[config.mk]
export PLATFORM = sky130hd
export DESIGN_NAME = fetch_top
export DESIGN_NICKNAME = d
export VERILOG_FILES = /design/src/rtl/fetch_pkg.sv /design/src/rtl/fetch_burst_plan.sv /design/src/rtl/code_fetch.sv /design/src/rtl/prefetch_fifo.sv /design/src/rtl/prefetch_align.sv /design/src/rtl/fetch_top.sv
export VERILOG_INCLUDE_DIRS = /design/src /design/src/rtl
export SDC_FILE = /design/constraint.sdc
export NUM_CORES = 1
export LEC_CHECK = 0
export CAP_MARGIN = 20
export CORE_MARGIN = 1.5
export CORE_UTILIZATION = 58
export DETAILED_ROUTE_END_ITERATION = 6
export DONT_BUFFER_PORTS = 1
export PLACE_DENSITY = 0.76
export SLEW_MARGIN = 15
export SYNTH_ARGS = -nofsm -noshare
export SYNTH_HDL_FRONTEND = slang
export SYNTH_HIERARCHICAL = 1
export SYNTH_SLANG_ARGS = --single-unit
[constraint.sdc]
create_clock -name clk -period 11 [get_ports clk]
set_input_delay 3.3 -clock clk [delete_from_list [all_inputs] [get_ports clk]]
set_output_delay 3.3 -clock clk [all_outputs]
set_load 0.1 [all_outputs]
[src/rtl/fetch_cfg.svh]
`ifndef FETCH_CFG_SVH
`define FETCH_CFG_SVH

// --------------------
// Prefetch queue sizing
// --------------------

// Entries in the prefetch FIFO, power of two from 4 up
`define FETCH_FIFO_DEPTH 8

// Free entries needed to start a burst, one per possible beat
`define FETCH_ROOM_MIN 4

// --------------------
// Length widths
// --------------------

`define FETCH_LEN_W 5 // Request length 0 to 16
`define FETCH_CNT_W 3 // Entry byte count 0 to 4

`endif

[src/rtl/fetch_pkg.sv]
`default_nettype none

package fetch_pkg;

   // --------------------
   // Code word views
   // --------------------

   // One memory dword as the producer sees it,
   // or four code bytes as the aligner picks them
   typedef union packed {
      logic [31:0]      dword; // Whole beat, shifted by byte offset
      logic [3:0][7:0]  bytes; // Byte 0 is the lowest address
   } code_word_u;

endpackage

`default_nettype wire

[src/rtl/fetch_burst_plan.sv]
`default_nettype none

`include "fetch_cfg.svh"

module fetch_burst_plan (
   input  wire logic [31:0]               addr,
   input  wire logic [`FETCH_LEN_W-1:0]   len,
   input  wire logic [1:0]                beat_idx,
   input  wire logic [31:0]               beat_data,
   output fetch_pkg::code_word_u          beat_word,
   output logic [`FETCH_CNT_W-1:0]        beat_cnt,
   output logic                           last_beat
);

   localparam int LW = `FETCH_LEN_W;
   localparam int CW = `FETCH_CNT_W;

   logic [1:0]    off;        // Byte offset in first dword
   logic [2:0]    nbeats;     // Dwords up to line end, 1 to 4
   logic          in_line;    // Beat lies inside the burst
   logic [2:0]    nominal;    // Bytes this beat could carry
   logic [2:0]    nom_cnt;
   logic [LW-1:0] used;       // Bytes taken by earlier beats
   logic [LW-1:0] left;       // Bytes of len still wanted

   // --------------------
   // Burst shape
   // --------------------

   assign off     = addr[1:0];
   assign nbeats  = 3'd4 - {1'b0, addr[3:2]};
   assign in_line = {1'b0, beat_idx} < nbeats;

   always_comb begin
      if (beat_idx == 2'd0) begin
         used    = '0;
         nominal = 3'd4 - {1'b0, off}; // Partial first dword
      end else begin
         // First beat plus whole dwords in between
         used    = LW'(3'd4 - {1'b0, off}) + LW'({beat_idx - 2'd1, 2'b00});
         nominal = 3'd4;
      end
   end

   // --------------------
   // Byte count for this beat
   // --------------------

   assign left    = (len > used) ? len - used : '0;
   assign nom_cnt = in_line ? nominal : 3'd0;

   // Cap by remaining request length
   assign beat_cnt = (LW'(nom_cnt) > left) ? CW'(left) : CW'(nom_cnt);

   // Final beat that still carries bytes
   assign last_beat = (beat_cnt != '0) &&
                      ((LW'(beat_cnt) == left) || ({1'b0, beat_idx} == nbeats - 3'd1));

   // --------------------
   // Data alignment
   // --------------------

   always_comb begin
      if (beat_idx == 2'd0)
         beat_word.dword = beat_data >> {off, 3'b000}; // Wanted bytes to byte 0
      else
         beat_word.dword = beat_data;
   end

endmodule

`default_nettype wire

[src/rtl/code_fetch.sv]
`default_nettype none

`include "fetch_cfg.svh"

module code_fetch (
   input  wire logic                      clk,
   input  wire logic                      rst_n,
   // Request side
   input  wire logic                      fetch_req,
   input  wire logic [31:0]               fetch_addr,
   input  wire logic [`FETCH_LEN_W-1:0]   fetch_len,
   input  wire logic                      flush,
   output logic                           fetch_busy,
   input  wire logic                      room,
   // Memory side
   output logic                           mem_req,
   output logic [31:0]                    mem_addr,
   input  wire logic [31:0]               mem_partial_data,
   input  wire logic                      mem_partial_done,
   input  wire logic                      mem_done,
   // FIFO write side
   output logic                           wr_en,
   output fetch_pkg::code_word_u          wr_data,
   output logic [`FETCH_CNT_W-1:0]        wr_cnt
);

   localparam logic ST_IDLE = 1'b0;
   localparam logic ST_READ = 1'b1;

   logic                      state;
   logic [31:0]               addr_q;        // Latched request address
   logic [`FETCH_LEN_W-1:0]   len_q;         // Latched request length
   logic [1:0]                beat_idx;
   logic                      flush_pend;    // Flush seen mid burst
   logic                      accept;
   logic                      beat;
   logic [31:0]               plan_addr;
   logic [`FETCH_LEN_W-1:0]   plan_len;
   fetch_pkg::code_word_u     beat_word;
   logic [`FETCH_CNT_W-1:0]   beat_cnt;

   // --------------------
   // Request acceptance
   // --------------------

   assign accept = (state == ST_IDLE) && fetch_req && room && !flush &&
                   (fetch_len != '0);

   assign fetch_busy = (state != ST_IDLE) || !room;
   assign mem_req    = accept;                       // Pulse in acceptance cycle
   assign mem_addr   = {fetch_addr[31:2], 2'b00};    // Dword aligned start

   assign beat = mem_partial_done || mem_done;

   // Live request while idle, latched one while reading
   assign plan_addr = (state == ST_IDLE) ? fetch_addr : addr_q;
   assign plan_len  = (state == ST_IDLE) ? fetch_len : len_q;

   fetch_burst_plan u_plan (
      .addr       (plan_addr),
      .len        (plan_len),
      .beat_idx   (beat_idx),
      .beat_data  (mem_partial_data),
      .beat_word  (beat_word),
      .beat_cnt   (beat_cnt),
      .last_beat  ()
   );

   // --------------------
   // FIFO write
   // --------------------

   // Beats past the request length plan zero bytes
   assign wr_en = (state == ST_READ) && beat && (beat_cnt != '0) &&
                  !flush && !flush_pend;
   assign wr_data = beat_word;
   assign wr_cnt  = beat_cnt;

   // --------------------
   // State machine
   // --------------------

   always_ff @(posedge clk) begin
      if (!rst_n) begin
         state      <= ST_IDLE;
         beat_idx   <= 2'd0;
         flush_pend <= 1'b0;
      end else begin
         case (state)
            ST_IDLE: begin
               flush_pend <= 1'b0;
               if (accept) begin
                  state     <= ST_READ;
                  beat_idx  <= 2'd0;
               end
            end
            default: begin
               if (beat)
                  beat_idx <= beat_idx + 2'd1;
               if (mem_done) begin
                  state      <= ST_IDLE;
                  flush_pend <= 1'b0;
               end else if (flush) begin
                  flush_pend <= 1'b1; // Drop remaining beats
               end
            end
         endcase
      end
   end

   // Request payload
   always_ff @(posedge clk) begin
      if (accept) begin
         addr_q <= fetch_addr;
         len_q  <= fetch_len;
      end
   end

endmodule

`default_nettype wire

[src/rtl/prefetch_fifo.sv]
`default_nettype none

`include "fetch_cfg.svh"

module prefetch_fifo (
   input  wire logic                      clk,
   input  wire logic                      rst_n,
   input  wire logic                      flush,
   // Write side
   input  wire logic                      wr_en,
   input  wire fetch_pkg::code_word_u     wr_data,
   input  wire logic [`FETCH_CNT_W-1:0]   wr_cnt,
   output logic                           room,
   // Read side
   input  wire logic                      rd_en,
   output fetch_pkg::code_word_u          rd_data,
   output logic [`FETCH_CNT_W-1:0]        rd_cnt,
   output logic                           empty
);

   localparam int DEPTH = `FETCH_FIFO_DEPTH;
   localparam int AW    = $clog2(DEPTH);
   localparam int NW    = AW + 1;

   fetch_pkg::code_word_u     data_mem [DEPTH];
   logic [`FETCH_CNT_W-1:0]   cnt_mem  [DEPTH];

   logic [AW-1:0] wr_ptr;
   logic [AW-1:0] rd_ptr;
   logic [NW-1:0] count;      // Occupied entries
   logic [NW-1:0] free_cnt;
   logic          full;
   logic          do_wr;
   logic          do_rd;

   // --------------------
   // Status
   // --------------------

   assign empty    = (count == '0);
   assign full     = (count == NW'(DEPTH));
   assign free_cnt = NW'(DEPTH) - count;
   assign room     = free_cnt >= NW'(`FETCH_ROOM_MIN); // Space for a whole burst

   assign do_wr = wr_en && !full && !flush;
   assign do_rd = rd_en && !empty && !flush;

   // Show-ahead read port
   assign rd_data = data_mem[rd_ptr];
   assign rd_cnt  = cnt_mem[rd_ptr];

   // --------------------
   // Pointers and count
   // --------------------

   always_ff @(posedge clk) begin
      if (!rst_n || flush) begin
         wr_ptr <= '0;
         rd_ptr <= '0;
         count  <= '0;
      end else begin
         if (do_wr)
            wr_ptr <= wr_ptr + AW'(1); // Wraps at depth
         if (do_rd)
            rd_ptr <= rd_ptr + AW'(1);
         case ({do_wr, do_rd})
            2'b10:   count <= count + NW'(1);
            2'b01:   count <= count - NW'(1);
            default: count <= count;
         endcase
      end
   end

   // Entry storage
   always_ff @(posedge clk) begin
      if (do_wr) begin
         data_mem[wr_ptr] <= wr_data;
         cnt_mem[wr_ptr]  <= wr_cnt;
      end
   end

endmodule

`default_nettype wire

[src/rtl/prefetch_align.sv]
`default_nettype none

`include "fetch_cfg.svh"

module prefetch_align (
   input  wire logic                      clk,
   input  wire logic                      rst_n,
   input  wire logic                      flush,
   // FIFO side
   input  wire logic                      empty,
   input  wire fetch_pkg::code_word_u     rd_data,
   input  wire logic [`FETCH_CNT_W-1:0]   rd_cnt,
   output logic                           rd_en,
   // Decoder side
   output logic                           code_valid,
   output logic [7:0]                     code_byte,
   input  wire logic                      code_ready
);

   fetch_pkg::code_word_u     word_q;     // Held entry
   logic [`FETCH_CNT_W-1:0]   left_q;     // Bytes still to hand out
   logic [1:0]                idx_q;      // Next byte in the entry
   logic                      valid_q;
   logic                      xfer;
   logic                      last_xfer;

   // --------------------
   // Byte output
   // --------------------

   assign code_valid = valid_q;
   assign code_byte  = word_q.bytes[idx_q];

   assign xfer      = valid_q && code_ready;
   assign last_xfer = xfer && (left_q == `FETCH_CNT_W'(1));

   // Load when idle or as the last byte leaves
   assign rd_en = !empty && !flush && (!valid_q || last_xfer);

   // --------------------
   // Entry tracking
   // --------------------

   always_ff @(posedge clk) begin
      if (!rst_n || flush) begin
         valid_q <= 1'b0;
         left_q  <= '0;
         idx_q   <= 2'd0;
      end else if (rd_en) begin
         valid_q <= (rd_cnt != '0);
         left_q  <= rd_cnt;
         idx_q   <= 2'd0;
      end else if (xfer) begin
         left_q  <= left_q - `FETCH_CNT_W'(1);
         idx_q   <= idx_q + 2'd1;
         if (last_xfer)
            valid_q <= 1'b0; // Entry used up with nothing to reload
      end
   end

   // Entry data
   always_ff @(posedge clk) begin
      if (rd_en)
         word_q <= rd_data;
   end

endmodule

`default_nettype wire

[src/rtl/fetch_top.sv]
`default_nettype none

`include "fetch_cfg.svh"

module fetch_top (
   input  wire logic                      clk,
   input  wire logic                      rst_n,
   // Request side
   input  wire logic                      fetch_req,
   input  wire logic [31:0]               fetch_addr,
   input  wire logic [`FETCH_LEN_W-1:0]   fetch_len,
   input  wire logic                      flush,
   output logic                           fetch_busy,
   // Memory side
   output logic                           mem_req,
   output logic [31:0]                    mem_addr,
   input  wire logic [31:0]               mem_partial_data,
   input  wire logic                      mem_partial_done,
   input  wire logic                      mem_done,
   // Decoder side
   output logic                           code_valid,
   output logic [7:0]                     code_byte,
   input  wire logic                      code_ready
);

   // --------------------
   // Internal links
   // --------------------

   logic                      wr_en;
   fetch_pkg::code_word_u     wr_data;
   logic [`FETCH_CNT_W-1:0]   wr_cnt;
   logic                      room;
   logic                      rd_en;
   fetch_pkg::code_word_u     rd_data;
   logic [`FETCH_CNT_W-1:0]   rd_cnt;
   logic                      empty;

   // Producer, bursts into the queue
   code_fetch u_fetch (
      .clk              (clk),
      .rst_n            (rst_n),
      .fetch_req        (fetch_req),
      .fetch_addr       (fetch_addr),
      .fetch_len        (fetch_len),
      .flush            (flush),
      .fetch_busy       (fetch_busy),
      .room             (room),
      .mem_req          (mem_req),
      .mem_addr         (mem_addr),
      .mem_partial_data (mem_partial_data),
      .mem_partial_done (mem_partial_done),
      .mem_done         (mem_done),
      .wr_en            (wr_en),
      .wr_data          (wr_data),
      .wr_cnt           (wr_cnt)
   );

   prefetch_fifo u_fifo (
      .clk     (clk),
      .rst_n   (rst_n),
      .flush   (flush),
      .wr_en   (wr_en),
      .wr_data (wr_data),
      .wr_cnt  (wr_cnt),
      .room    (room),
      .rd_en   (rd_en),
      .rd_data (rd_data),
      .rd_cnt  (rd_cnt),
      .empty   (empty)
   );

   // Consumer, one byte per decoder cycle
   prefetch_align u_align (
      .clk        (clk),
      .rst_n      (rst_n),
      .flush      (flush),
      .empty      (empty),
      .rd_data    (rd_data),
      .rd_cnt     (rd_cnt),
      .rd_en      (rd_en),
      .code_valid (code_valid),
      .code_byte  (code_byte),
      .code_ready (code_ready)
   );

endmodule

`default_nettype wire

# After elaboration in Yosys (flattened, before gate mapping)
# Memory sizes are Yosys's and may differ from the RTL's. A register that Yosys moved wholly into a read port is not among the register bits.
# Index checks and enable logic that the tools add are counted.
# op_classes
addsub,14
n_lt_le_gt_ge,5
eq_ne,5
n_shift,1
n_mux,26
n_bitwise,2
reduce_logical,40
# op_table
op,n
32-bit two-way mux,1
32-bit by 5-bit right shift with 32-bit output,1
3-bit two-way mux,7
8-bit binary-select mux with 2-bit select,1
1-bit logical AND,16
5-bit two-way mux,3
1-bit two-way mux,8
8-bit two-way mux,1
4-bit one-hot mux with 2 select lines,1
2-bit nonzero test,4
1-bit logical NOT,7
3-bit by 1-bit adder with 3-bit output (second input constant),2
2-bit two-way mux,3
3-bit nonzero test,2
3-bit by 2-bit subtractor with 3-bit output (first input constant),2
5-bit by 4-bit adder with 5-bit output,1
3-bit by 5-bit greater-than comparator with 1-bit output,1
5-bit greater-than comparator,1
5-bit nonzero test,1
5-bit subtractor,1
2-bit by 1-bit adder with 2-bit output (second input constant),2
4-bit by 1-bit adder with 4-bit output (second input constant),1
4-bit == test (second input constant),1
4-bit by 3-bit greater-or-equal comparator with 1-bit output (second input constant),1
19 further kinds,24
# word_totals
register_bits,29
ram_bits,280
inputBits,76
word_cells,106
n_memories,2
# memory_table
memory,depth,word_bits,rd,rd_clocked_by_memory_dff,wr,line_no,text
u_fifo.data_mem,8,32,1,1,1,prefetch_fifo.sv:25,fetch_pkg::code_word_u data_mem [DEPTH];
u_fifo.cnt_mem,8,3,1,1,1,prefetch_fifo.sv:26,logic [`FETCH_CNT_W-1:0] cnt_mem [DEPTH];

# Longest topological paths before layout
# Gate-level depths: netlist (run 1).
# logic_depth
word_depth,16
mapped_depth,32
mapped_depth_nobuf,29

# By module
# The synthesis (run 1) kept the hierarchy.
# modules_own_cells
mod,n_inst,cells_each,area_per_inst_um2,seq_area_each_um2
prefetch_fifo,1,487,11503.5,8668.3
code_fetch,1,135,2042.0,1191.1
prefetch_align,1,78,1480.2,1081.0
fetch_burst_plan,1,187,1308.8,0.0

# Least setup slack after synthesis (run 1)
# Ideal clock, no wire load.
# synth_timing
path_type,input port to flip-flop
startpoint,in fetch_addr[0]
endpoint,mem u_fifo/cnt_mem[0][0] (netlist name) (enable)
setup_ns,0.471
t_arrival_ns,10.198
slack_ns,0.331
stages,23
path_buffers,1
path_cell_list,mux2_2 -> inv_2 -> clkbuf_1 -> ha_1 -> ha_1 -> ha_1 -> nand2_1 -> ha_1 -> nand2_2 -> or2_4 -> o211a_4 -> inv_1 -> ha_1 -> nor2b_1 -> o21a_1 -> o21ai_0 -> a31oi_4 -> o21ai_0 -> nor3_1 -> nor4_1 -> nand2_1 -> or3_4 -> nor3_1
# synth_via
elab_chain_cells,16
word_cells_on_any_way,20
# synth_rtl
element,line_no,text
from (decl),fetch_top.sv:10,"input wire logic [31:0] fetch_addr,"
4-bit two-way mux *,code_fetch.sv:56,assign plan_addr = (state == ST_IDLE) ? fetch_addr : addr_q;
3-bit by 2-bit subtractor with 4-bit output,fetch_burst_plan.sv:40,"used = LW'(3'd4 - {1'b0, off}) + LW'({beat_idx - 2'd1, 2'b00});"
5-bit by 4-bit adder with 5-bit output,fetch_burst_plan.sv:40,
5-bit two-way mux,fetch_burst_plan.sv:35,if (beat_idx == 2'd0) begin
5-bit subtractor / 5-bit greater-than comparator (equally long branches),fetch_burst_plan.sv:49,assign left = (len > used) ? len - used : '0;
5-bit two-way mux,fetch_burst_plan.sv:49,
3-bit by 5-bit greater-than comparator with 1-bit output,fetch_burst_plan.sv:53,assign beat_cnt = (LW'(nom_cnt) > left) ? CW'(left) : CW'(nom_cnt);
3-bit two-way mux *,fetch_burst_plan.sv:53,
net wr_cnt[1],fetch_top.sv:32,logic [`FETCH_CNT_W-1:0] wr_cnt;
3-bit nonzero test *,code_fetch.sv:74,assign wr_en = (state == ST_READ) && beat && (beat_cnt != '0) &&
1-bit logical AND * (2 in a row),code_fetch.sv:74,
1-bit logical AND *,code_fetch.sv:75,!flush && !flush_pend;
net wr_en,fetch_top.sv:30,logic wr_en;
1-bit logical AND * (2 in a row),prefetch_fifo.sv:45,assign do_wr = wr_en && !full && !flush;
1-bit two-way mux *,prefetch_fifo.sv:76,if (do_wr) begin
1-bit two-way mux (implied by the code) *,prefetch_fifo.sv:78,cnt_mem[wr_ptr] <= wr_cnt;
to (decl),prefetch_fifo.sv:26,
# Mark *: on every way through the listed nets, which the timed path passes. The rest lies on a longest branch.

# Final worst setup path (run 1)
# layout_timing
startpoint,in fetch_addr[1]
endpoint,reg u_fifo.count[2]
# layout_via
elab_chain_cells,16
word_cells_on_any_way,22
# layout_rtl
element,line_no,text
4-bit two-way mux *,code_fetch.sv:56,
3-bit by 2-bit subtractor with 4-bit output,fetch_burst_plan.sv:40,
5-bit by 4-bit adder with 5-bit output,fetch_burst_plan.sv:40,
5-bit two-way mux,fetch_burst_plan.sv:35,
5-bit subtractor / 5-bit greater-than comparator (equally long branches),fetch_burst_plan.sv:49,
5-bit two-way mux,fetch_burst_plan.sv:49,
3-bit by 5-bit greater-than comparator with 1-bit output,fetch_burst_plan.sv:53,
3-bit two-way mux *,fetch_burst_plan.sv:53,
net wr_cnt[0],fetch_top.sv:32,
3-bit nonzero test *,code_fetch.sv:74,
1-bit logical AND * (2 in a row),code_fetch.sv:74,
1-bit logical AND *,code_fetch.sv:75,
net wr_en,fetch_top.sv:30,
1-bit logical AND * (2 in a row),prefetch_fifo.sv:45,
2-bit by 1-bit == test with 1-bit output / 2-bit == test (equally long branches),prefetch_fifo.sv:66,"case ({do_wr, do_rd})"
4-bit one-hot mux with 2 select lines / 2-bit nonzero test (equally long branches),n/a,
to (signal assigned),prefetch_fifo.sv:67,2'b10: count <= count + NW'(1);
to (signal assigned),prefetch_fifo.sv:68,2'b01: count <= count - NW'(1);
to (signal assigned),prefetch_fifo.sv:69,default: count <= count;
to (decl),prefetch_fifo.sv:30,logic [NW-1:0] count;
# Marks and branches as above.
# A chain may end at the register's enable or synchronous reset.

==> results of run 1 <==
==> worst max-delay path: stages <==
cell	delay, ns
mux2_2	0.40
clkinv_1	0.38
ha_1	0.32
ha_1	0.19
ha_1	0.27
nand2_1	0.05
ha_1	0.38
nand2_2	0.09
or2_4	0.29
o211a_4	0.15
inv_1	0.05
ha_1	0.23
nor2b_1	0.13
o21a_1	0.16
o21ai_0	0.29
a31oi_4	0.08
o21ai_0	0.75
nor3_1	0.13
nor4_1	0.49
nand2_1	0.22
or2_2	0.34
ha_1	0.27
xor2_1	0.17
ha_1	0.20
a21oi_1	0.16
xor2_1	0.11
or3_1	0.34
a21oi_1	0.16
==> report_power, final <==
group | switching (mW) | internal, mW | total (mW) | leakage [nW]
Sequential | 0.00247 | 1.46 | 1.46 | 3.10
Clock | 0.472 | 0.676 | 1.15 | 0.547
Combinational | 0.108 | 0.0445 | 0.152 | 1.64
Total | 0.583 | 2.18 | 2.76 | 5.29
==> per-stage QoR <==
step	cells	area, um2
2_1_floorplan	819	15100
3_3_place_gp	1091	15200
3_5_place_dp	1093	15200
4_1_cts	1157	16300
5_1_grt	1163	16400
6_report	1163	16400
==> sequential cells by signal, summed over array words and instances, names as in the netlist, named ones only <==
register / flops
u_fifo/data_mem: 256
u_align/word_q: 32
u_fifo/cnt_mem: 24
u_fetch/len_q: 5
u_fetch/addr_q: 4
u_fifo/count: 4
u_align/left_q: 3
u_fifo/rd_ptr: 3
u_fifo/wr_ptr: 3
u_align/idx_q: 2
u_fetch/beat_idx: 2
u_align/code_valid: 1
u_fetch/flush_pend: 1
u_fetch/state: 1
==> layer usage <==
metal,vias up,track usage,share of wire
li1,3304,-,-
met1,3925,0.341,0.43
met2,309,0.376,0.48
met3,59,0.0356,0.074
met4,0,0.0760,0.022
met5,-,0,0
==> final timing paths <==
path | from | endpoint | slack, ns | cells past startpoint
min reg2reg | u_fetch/flush_pend$_SDFFE_PP0P_ | u_fetch/flush_pend$_SDFFE_PP0P_ | 0.51 | 1
min | u_fetch/flush_pend$_SDFFE_PP0P_ | u_fetch/flush_pend$_SDFFE_PP0P_ | 0.51 | 1
max | fetch_addr[1] | u_fifo/count[2]$_SDFFE_PP0P_ | 1.33 | 28
max reg2reg | u_fetch/state$_SDFF_PN0_ | u_fifo/count[2]$_SDFFE_PP0P_ | 3.32 | 28
==> area by class of cell <==
type	instances	area, um2
repair buffers	20	145
well taps	330	413
multi-input cells	382	4480
inverters	23	86.3
clock inverters	20	153
clock buffers	44	973
flip-flops and latches	344	10100
fillers	1640	8970
==> flow_summary.ini, run 1 <==
[status]
status = finished, final reports clean

[die]
die_x_um = 164
core_um2 = 25300
row_count = 58
boundaryPins = 119
die_area_um2 = 27000
start_util = 0.595
die_h_um = 164

[clocking]
cts-root-buf = clkbuf_16
cts_max_level = 2
cts_hold_buffers = 0
clkTransAtPathRegs_ns = 0.06
insertion_delay_ns = 0.51
tritoncts = built
cts_setup_buffers = 0
cts.repair.resized = 0
numCtsBuffers = 36
cts.path.max_buffers = 3
clock-sinks = 344

[synthesis]
yosysWarnings = 6
netlist_area_um2 = 15100
avgSynthCellArea_um2 = 18.4
syn_inst = 818

[timing]
relSlewSlack = 0.146
fmax_ghz = 0.103
finalMaxSlewViolations = 0
whs_ns = 0.510
post-route-period-util = 0.879
max_slew.worst_pin.slew_ns = 1.27
rsz0062_at_grt = no
setup_ws_ns = 1.33
finalHoldViolations = 0
setup-violations-final = 0
fin_setup_tns_ns = 0
post-route-min-period_ns = 9.67
finalClockSkew_ns = 0.0140

[route]
route.detailed.drc = 0
ant_nets = 0
drt-pass1-iter-count = 5
avgRoutedWirePerCell_um = 26.4
drt_iter0_drc = 664
wirelength_um = 30700
vias = 7597
vias_per_cell = 6.53

[layout]
layout_commonest_cell = edfxtp_1
n_antenna_cell = 0
drive_above_1_share = 0.182
post-route-util = 0.646
nets = 907
synthToLayoutAreaGrowth_pct = 8.55
layout_common_cells = 321 x edfxtp_1, 70 x mux4_1, 44 x mux2_2, 38 x clkbuf_16, 24 x nor2_1

[job]
maxCapViolCount = 0

[global_routing]
grt_max_degree = 71
grt_pass1_wl_um = 46500
grt_pass1_vias = 7758
groute.usage.overall = 0.237
gr-total-overflow = 0
antenna_found_initial = 0

[power]
p_total_mw = 2.76
max-vdd-ir-drop_v = 0.000125
leakagePower_nw = 5.29
power_density_nw_per_um2 = 169

[placement]
gp_congestion = 0.888
place_ws_ns = 0.964
place_hpwl_um = 19000
io_buffers = 0

[setup_path]
critPathKind = input pin to flop
cp.arrival_ns = 10.10
worstSetupStartpointType = input pin
path_max_fanout = 20
cp_data_required_time_ns = 11.43
cp-end-kind = flop

[hold_path]
hold_class = flop to flop
Note: power is estimated with default switching activity, not from simulation.
==> run 2: changes to the inputs <==
--- a/config.mk
+++ b/config.mk
@@ -8,12 +8,11 @@
 export LEC_CHECK = 0
 export CAP_MARGIN = 20
 export CORE_MARGIN = 1.5
-export CORE_UTILIZATION = 58
+export CORE_UTILIZATION = 57
 export DETAILED_ROUTE_END_ITERATION = 6
 export DONT_BUFFER_PORTS = 1
-export PLACE_DENSITY = 0.76
+export PLACE_DENSITY = 0.75
 export SLEW_MARGIN = 15
 export SYNTH_ARGS = -nofsm -noshare
 export SYNTH_HDL_FRONTEND = slang
-export SYNTH_HIERARCHICAL = 1
 export SYNTH_SLANG_ARGS = --single-unit
==> constraint.sdc (replaced) <==
create_clock -name clk -period 8.4 [get_ports clk]
set_input_delay 2.52 -clock clk [delete_from_list [all_inputs] [get_ports clk]]
set_output_delay 2.52 -clock clk [all_outputs]
set_load 0.1 [all_outputs]
==> run 2 against run 1 <==
Power grew 32%. Clock skew grew 0.00085 ns. Clock power grew 30%. Synthesized cell count shrank 0.61%. Register-to-register slack lost 1.5 ns. Wire length grew 0.26%.
==> flow_summary.ini, run 2 <==
[status]
status = finished, final reports clean

[synthesis]
yosysWarnings = 0
avgSynthCellArea_um2 = 18.0
ys_seq_area_frac = 0.692
synth.top_cell.area_share = 0.660
yosysUniqueCellTypes = 60
synthArstFlopShare = 0
synth_common_cells = 321 x edfxtp_1, 78 x mux4_2, 40 x mux2_2, 36 x nor2_1, 32 x buf_4
netlist_area_um2 = 14600
synth_edf_count = 321
synth_top_area_cell = edfxtp_1
synth_area_leaders = edfxtp_1 66%, mux4_2 12%, dfxtp_1 3.2%
yosysMostFrequentCell = edfxtp_1
syn_inst = 813
ys.flop_type = edfxtp_1
ys_ff_latch = 344

[route]
ant_nets = 0
drt-pass1-iter-count = 5
vias = 7398
route.detailed.drc = 0
drt_iter0_drc = 1045
avgRoutedWirePerCell_um = 26.8
wirelength_um = 30800
vias_per_cell = 6.44

[layout]
layout_commonest_cell = edfxtp_1
layout_common_cells = 321 x edfxtp_1, 78 x mux4_2, 40 x mux2_2, 35 x nor2_1, 35 x clkbuf_16
fillers = 1663
n_antenna_cell = 0
synthToLayoutAreaGrowth_pct = 9.25
top_regs = u_fifo.data_mem x256, u_align.word_q x32, u_fifo.cnt_mem x24
final_area_um2 = 16000
nets = 898
fin_cells = 1149
largest_reg_flops = 256
drive_above_1_share = 0.256
regMostFlops = u_fifo.data_mem

[die]
core_um2 = 25200
row_count = 58
boundaryPins = 119
start_util = 0.580
die_x_um = 163
die_h_um = 163
die_area_um2 = 26600

[global_routing]
gr-total-overflow = 0
groute.usage.overall = 0.239
grt_pass1_vias = 7796
antenna_found_initial = 0
grt_max_degree = 65
grt_pass1_wl_um = 46100

[setup_path]
critPathKind = input pin to flop
cpMaxStageDelayCell = o21ai_0
cp.arrival_ns = 8.26
worstRegToRegCells = 27
cp-end-kind = flop
r2r_start = u_fetch.state$_SDFF_PN0_
worstSetupStartpointType = input pin
slowest_delay_ns = 0.48
cpMostUsedCell = ha_1
r2r-end = u_fifo.count[3]$_SDFFE_PP0P_
path_max_fanout = 12
cp_data_required_time_ns = 8.83
r2r_setup_slack_ns = 1.77

[power]
combinationalPowerShare = 0.061
intPower_mw = 2.90
max-vdd-ir-drop_v = 0.000148
power_density_nw_per_um2 = 229
clock_power_share = 0.411
leakagePower_nw = 5.09
pwr-share-seq = 0.527
switching_share = 0.206
power_switching_uw = 751
p_total_mw = 3.65

[job]
maxCapViolCount = 0

[placement]
dp.cells = 1093
place_hpwl_um = 17900
io_buffers = 0
dpl_cell_area_um2 = 14900
gp_congestion = 0.801
place_ws_ns = 0.165

[clocking]
clock-sinks = 344
cts_hold_buffers = 0
insertion_delay_ns = 0.50
cts.path.max_buffers = 3
clkTransAtPathRegs_ns = 0.06
numCtsBuffers = 34
cts_setup_buffers = 0
cts_max_level = 2
tritoncts = built
cts.repair.resized = 0
cts-root-buf = clkbuf_16

[timing]
setup_ws_ns = 0.567
finalMaxSlewViolations = 0
setup-violations-final = 0
post-route-period-util = 0.932
post-route-min-period_ns = 7.83
rsz0062_at_grt = no
relSlewSlack = 0.278
fmax_ghz = 0.128
max_slew.worst_pin.slew_ns = 1.08
finalClockSkew_ns = 0.0149
finalHoldViolations = 0

[hold_path]
hold_class = flop to flop
hold_start = u_fifo.wr_ptr[0]$_SDFFE_PP0P_
whs_path_depth = 2
min_to = u_fifo.wr_ptr[0]$_SDFFE_PP0P_
## run 2: worst max path at each step
stage	start	slack, ns	endpoint
floorplan	fetch_addr[1]	-0.75	u_fifo.cnt_mem[4][0]$_DFFE_PP_
global placement	fetch_addr[1]	0.50	u_fifo.count[3]$_SDFFE_PP0P_
detailed placement	fetch_addr[1]	0.17	u_fifo.count[3]$_SDFFE_PP0P_
CTS	fetch_addr[1]	0.66	u_fifo.count[3]$_SDFFE_PP0P_
global route	fetch_addr[1]	0.27	u_fifo.count[3]$_SDFFE_PP0P_
finish	fetch_addr[1]	0.57	u_fifo.count[3]$_SDFFE_PP0P_
## run 2: cell type report
| class | instances | area (um2) | share of cell area |
|---|---|---|---|
| well taps | 330 | 413 | 0.0259 |
| multi-input cells | 378 | 4120 | 0.258 |
| repair buffers | 17 | 128 | 0.00800 |
| flip-flops and latches | 344 | 10100 | 0.634 |
| clock inverters | 17 | 206 | 0.0129 |
| inverters | 24 | 90.1 | 0.00565 |
| clock buffers | 39 | 891 | 0.0559 |
## run 2: logic make-up (layout without fill, tap and decap cells)
group | Yosys count | count (layout) | synth area share
compound gates | 88 | 88 | 0.0426
xor+xnor | 9 | 9 | 0.00540
fa+ha+maj | 23 | 23 | 0.0207
buf+inv | 92 | 97 | 0.0330
flops | 344 | 344 | 0.692
mux | 134 | 134 | 0.162
other cells | 1 | 2 | 0.000257
simple gates | 122 | 122 | 0.0438
## run 2: layer usage
metal	vias to the layer above	global-route usage	share of wire
met5	-	0.00758	0
met4	0	0.0688	0.023
met3	71	0.0561	0.087
met2	322	0.406	0.50
met1	3828	0.310	0.39
li1	3177	-	-
## run 2: worst max-delay path, delay by kind of cell
family / cells / cell delay (ns)
AO/OA/AOI/OAI: 8 / 1.90
XOR/XNOR: 1 / 0.12
adder cells (fa/ha/maj): 7 / 1.92
buffers and inverters: 2 / 0.27
multiplexers: 2 / 0.42
AND/OR/NAND/NOR: 7 / 1.11
## run 2: through the flow
| step | util | setup TNS [ns] | hold WS, ns |
|---|---|---|---|
| 2_1_floorplan | - | -69.18 | 0.465 |
| 6_report | 0.633 | 0 | 0.519 |
| 4_1_cts | 0.633 | 0 | 0.518 |
| 3_3_place_gp | 0.590 | 0 | 0.480 |
| 5_1_grt | 0.633 | 0 | 0.550 |
| 3_5_place_dp | 0.590 | 0 | 0.505 |
## run 2: power by group through the flow
stage	Clock, mW	Sequential, mW	Combinational (mW)
4_1_cts	1.53	1.93	0.222
3_3_place_gp	0	1.96	0.205
6_report	1.50	1.93	0.224
2_1_floorplan	0	1.96	0.233
5_1_grt	1.59	1.93	0.242
3_5_place_dp	0	1.96	0.220
==> run 3: changes to the inputs <==
--- a/config.mk
+++ b/config.mk
@@ -8,10 +8,9 @@
 export LEC_CHECK = 0
 export CAP_MARGIN = 20
 export CORE_MARGIN = 1.5
-export CORE_UTILIZATION = 57
+export CORE_UTILIZATION = 30
 export DETAILED_ROUTE_END_ITERATION = 6
 export DONT_BUFFER_PORTS = 1
-export PLACE_DENSITY = 0.75
 export SLEW_MARGIN = 15
 export SYNTH_ARGS = -nofsm -noshare
 export SYNTH_HDL_FRONTEND = slang
==> run 3 against run 2 <==
Worst hold slack is essentially flat. Clock power grew 4%. Non-clock buffer count grew 3. First-iteration DRC count shrank 52%. Worst setup slack gained 0.25 ns. Fmax grew 3.3%. Largest power group unchanged.
==> flow_summary.ini, run 3 (same netlist as run 2, synthesis figures left out) <==
[setup_path]
path_max_fanout = 12
cp-end-kind = flop
critPathKind = input pin to flop
cp_data_required_time_ns = 8.85
cp.arrival_ns = 8.04
worstSetupStartpointType = input pin

[timing]
setup-violations-final = 0
rsz0062_at_grt = no
max_slew.worst_pin.slew_ns = 1.09
post-route-min-period_ns = 7.58
finalMaxSlewViolations = 0
finalHoldViolations = 0
fin_setup_tns_ns = 0
post-route-period-util = 0.903
relSlewSlack = 0.275
finalClockSkew_ns = 0.0176
fmax_ghz = 0.132

[layout]
drive_above_1_share = 0.263
fin_cells = 1444
regArea_um2 = 10100
top_regs = u_fifo.data_mem x256, u_align.word_q x32, u_fifo.cnt_mem x24
final_area_um2 = 16400
layout_common_cells = 321 x edfxtp_1, 78 x mux4_2, 40 x mux2_2, 35 x clkbuf_16, 34 x nor2_1
regMostFlops = u_fifo.data_mem
n_antenna_cell = 0
layout_commonest_cell = edfxtp_1
largest_reg_flops = 256
synthToLayoutAreaGrowth_pct = 12.6
fillers = 4492
multi_input_area_um2 = 4120
nets = 902

[power]
max-vdd-ir-drop_v = 0.000146
leakagePower_nw = 5.13
combinationalPowerShare = 0.062
switching_share = 0.220
power_switching_uw = 816
intPower_mw = 2.90
power_density_nw_per_um2 = 226
clock_power_share = 0.419
pwr-share-seq = 0.519

[die]
core_um2 = 47800
die_area_um2 = 50000
die_h_um = 224
boundaryPins = 119
die_x_um = 224
row_count = 80
start_util = 0.305

[route]
wirelength_um = 31400
vias = 7152
ant_nets = 0
drt-pass1-iter-count = 5
vias_per_cell = 4.95
avgRoutedWirePerCell_um = 21.8
drt_iter0_drc = 499
route.detailed.drc = 0

[global_routing]
grt_pass1_wl_um = 47400
gr-total-overflow = 0
antenna_found_initial = 3
grt_pass1_vias = 7490
grt_max_degree = 67
groute.usage.overall = 0.127

[placement]
gp_congestion = 0.759
dpl_cell_area_um2 = 15300
io_buffers = 0
place_hpwl_um = 18600
dp.cells = 1380

[clocking]
cts-root-buf = clkbuf_16
clkTransAtPathRegs_ns = 0.06
cts.path.max_buffers = 3
tritoncts = built
cts_max_level = 2
insertion_delay_ns = 0.54
numCtsBuffers = 35
cts.repair.resized = 0
clock-sinks = 344
cts_setup_buffers = 0
cts_hold_buffers = 0

[job]
maxCapViolCount = 0

[hold_path]
hold_class = flop to flop

[status]
status = finished, final reports clean
-- run 3: worst paths after layout --
path | slack [ns] | cells after the start | from | end
setup / recovery | 0.82 | 27 | fetch_addr[1] | u_fifo.count[3]$_SDFFE_PP0P_
hold / removal | 0.52 | 2 | u_fifo.wr_ptr[0]$_SDFFE_PP0P_ | u_fifo.wr_ptr[0]$_SDFFE_PP0P_
setup reg to reg | 2.03 | 27 | u_fetch.state$_SDFF_PN0_ | u_fifo.count[3]$_SDFFE_PP0P_
hold reg to reg | 0.52 | 2 | u_fifo.wr_ptr[0]$_SDFFE_PP0P_ | u_fifo.wr_ptr[0]$_SDFFE_PP0P_
-- run 3: critical path, stage by stage --
cell      delay, ns
mux2_2         0.17
clkinv_1       0.09
ha_1           0.20
ha_1           0.18
ha_1           0.27
nand2b_1       0.05
ha_1           0.38
and3_1         0.22
a31oi_1        0.25
and2_4         0.20
nand2b_1       0.06
ha_1           0.28
nor2b_1        0.13
o21a_1         0.16
o21ai_0        0.44
nor2_1         0.08
mux2i_1        0.24
o21ai_2        0.07
buf_4          0.18
o21ai_2        0.42
ha_1           0.30
ha_1           0.25
a21o_1         0.18
a21oi_1        0.17
xnor2_1        0.10
or3_1          0.31
a21oi_1        0.13
-- run 3: power groups by stage --
stage,clock network [mW],registers (mW),logic (mW)
final,1.56,1.93,0.230
after global routing,1.65,1.93,0.254
after CTS,1.59,1.93,0.230
after detailed placement,0,1.96,0.229
after global placement,0,1.96,0.222
after floorplan,0,1.96,0.233
-- run 3: area by class of cell --
| class | instances | area share |
|---|---|---|
| flip-flops and latches | 344 | 0.614 |
| multi-input cells | 378 | 0.251 |
| clock buffers | 45 | 0.0555 |
| well taps | 615 | 0.0468 |
| clock inverters | 18 | 0.0138 |
| repair buffers | 20 | 0.0134 |
| inverters | 24 | 0.00548 |
-- run 3: layer usage --
layer | wire length (um) | track usage | up-vias
met5 | 16 | 0 | -
met4 | 436 | 0.0316 | 4
met3 | 2810 | 0.0481 | 40
met2 | 14200 | 0.197 | 204
met1 | 14000 | 0.169 | 3722
li1 | - | - | 3182
-- run 3: metrics by stage --
stage	total power [mW]	utilization	setup slack (ns)	hold WS [ns]
2_1_floorplan	2.19	-	-0.754	0.465
3_3_place_gp	2.18	0.319	0.410	0.487
3_5_place_dp	2.19	0.320	0.293	0.500
4_1_cts	3.75	0.343	0.846	0.517
5_1_grt	3.84	0.344	0.427	0.546
6_report	3.71	0.344	0.817	0.519
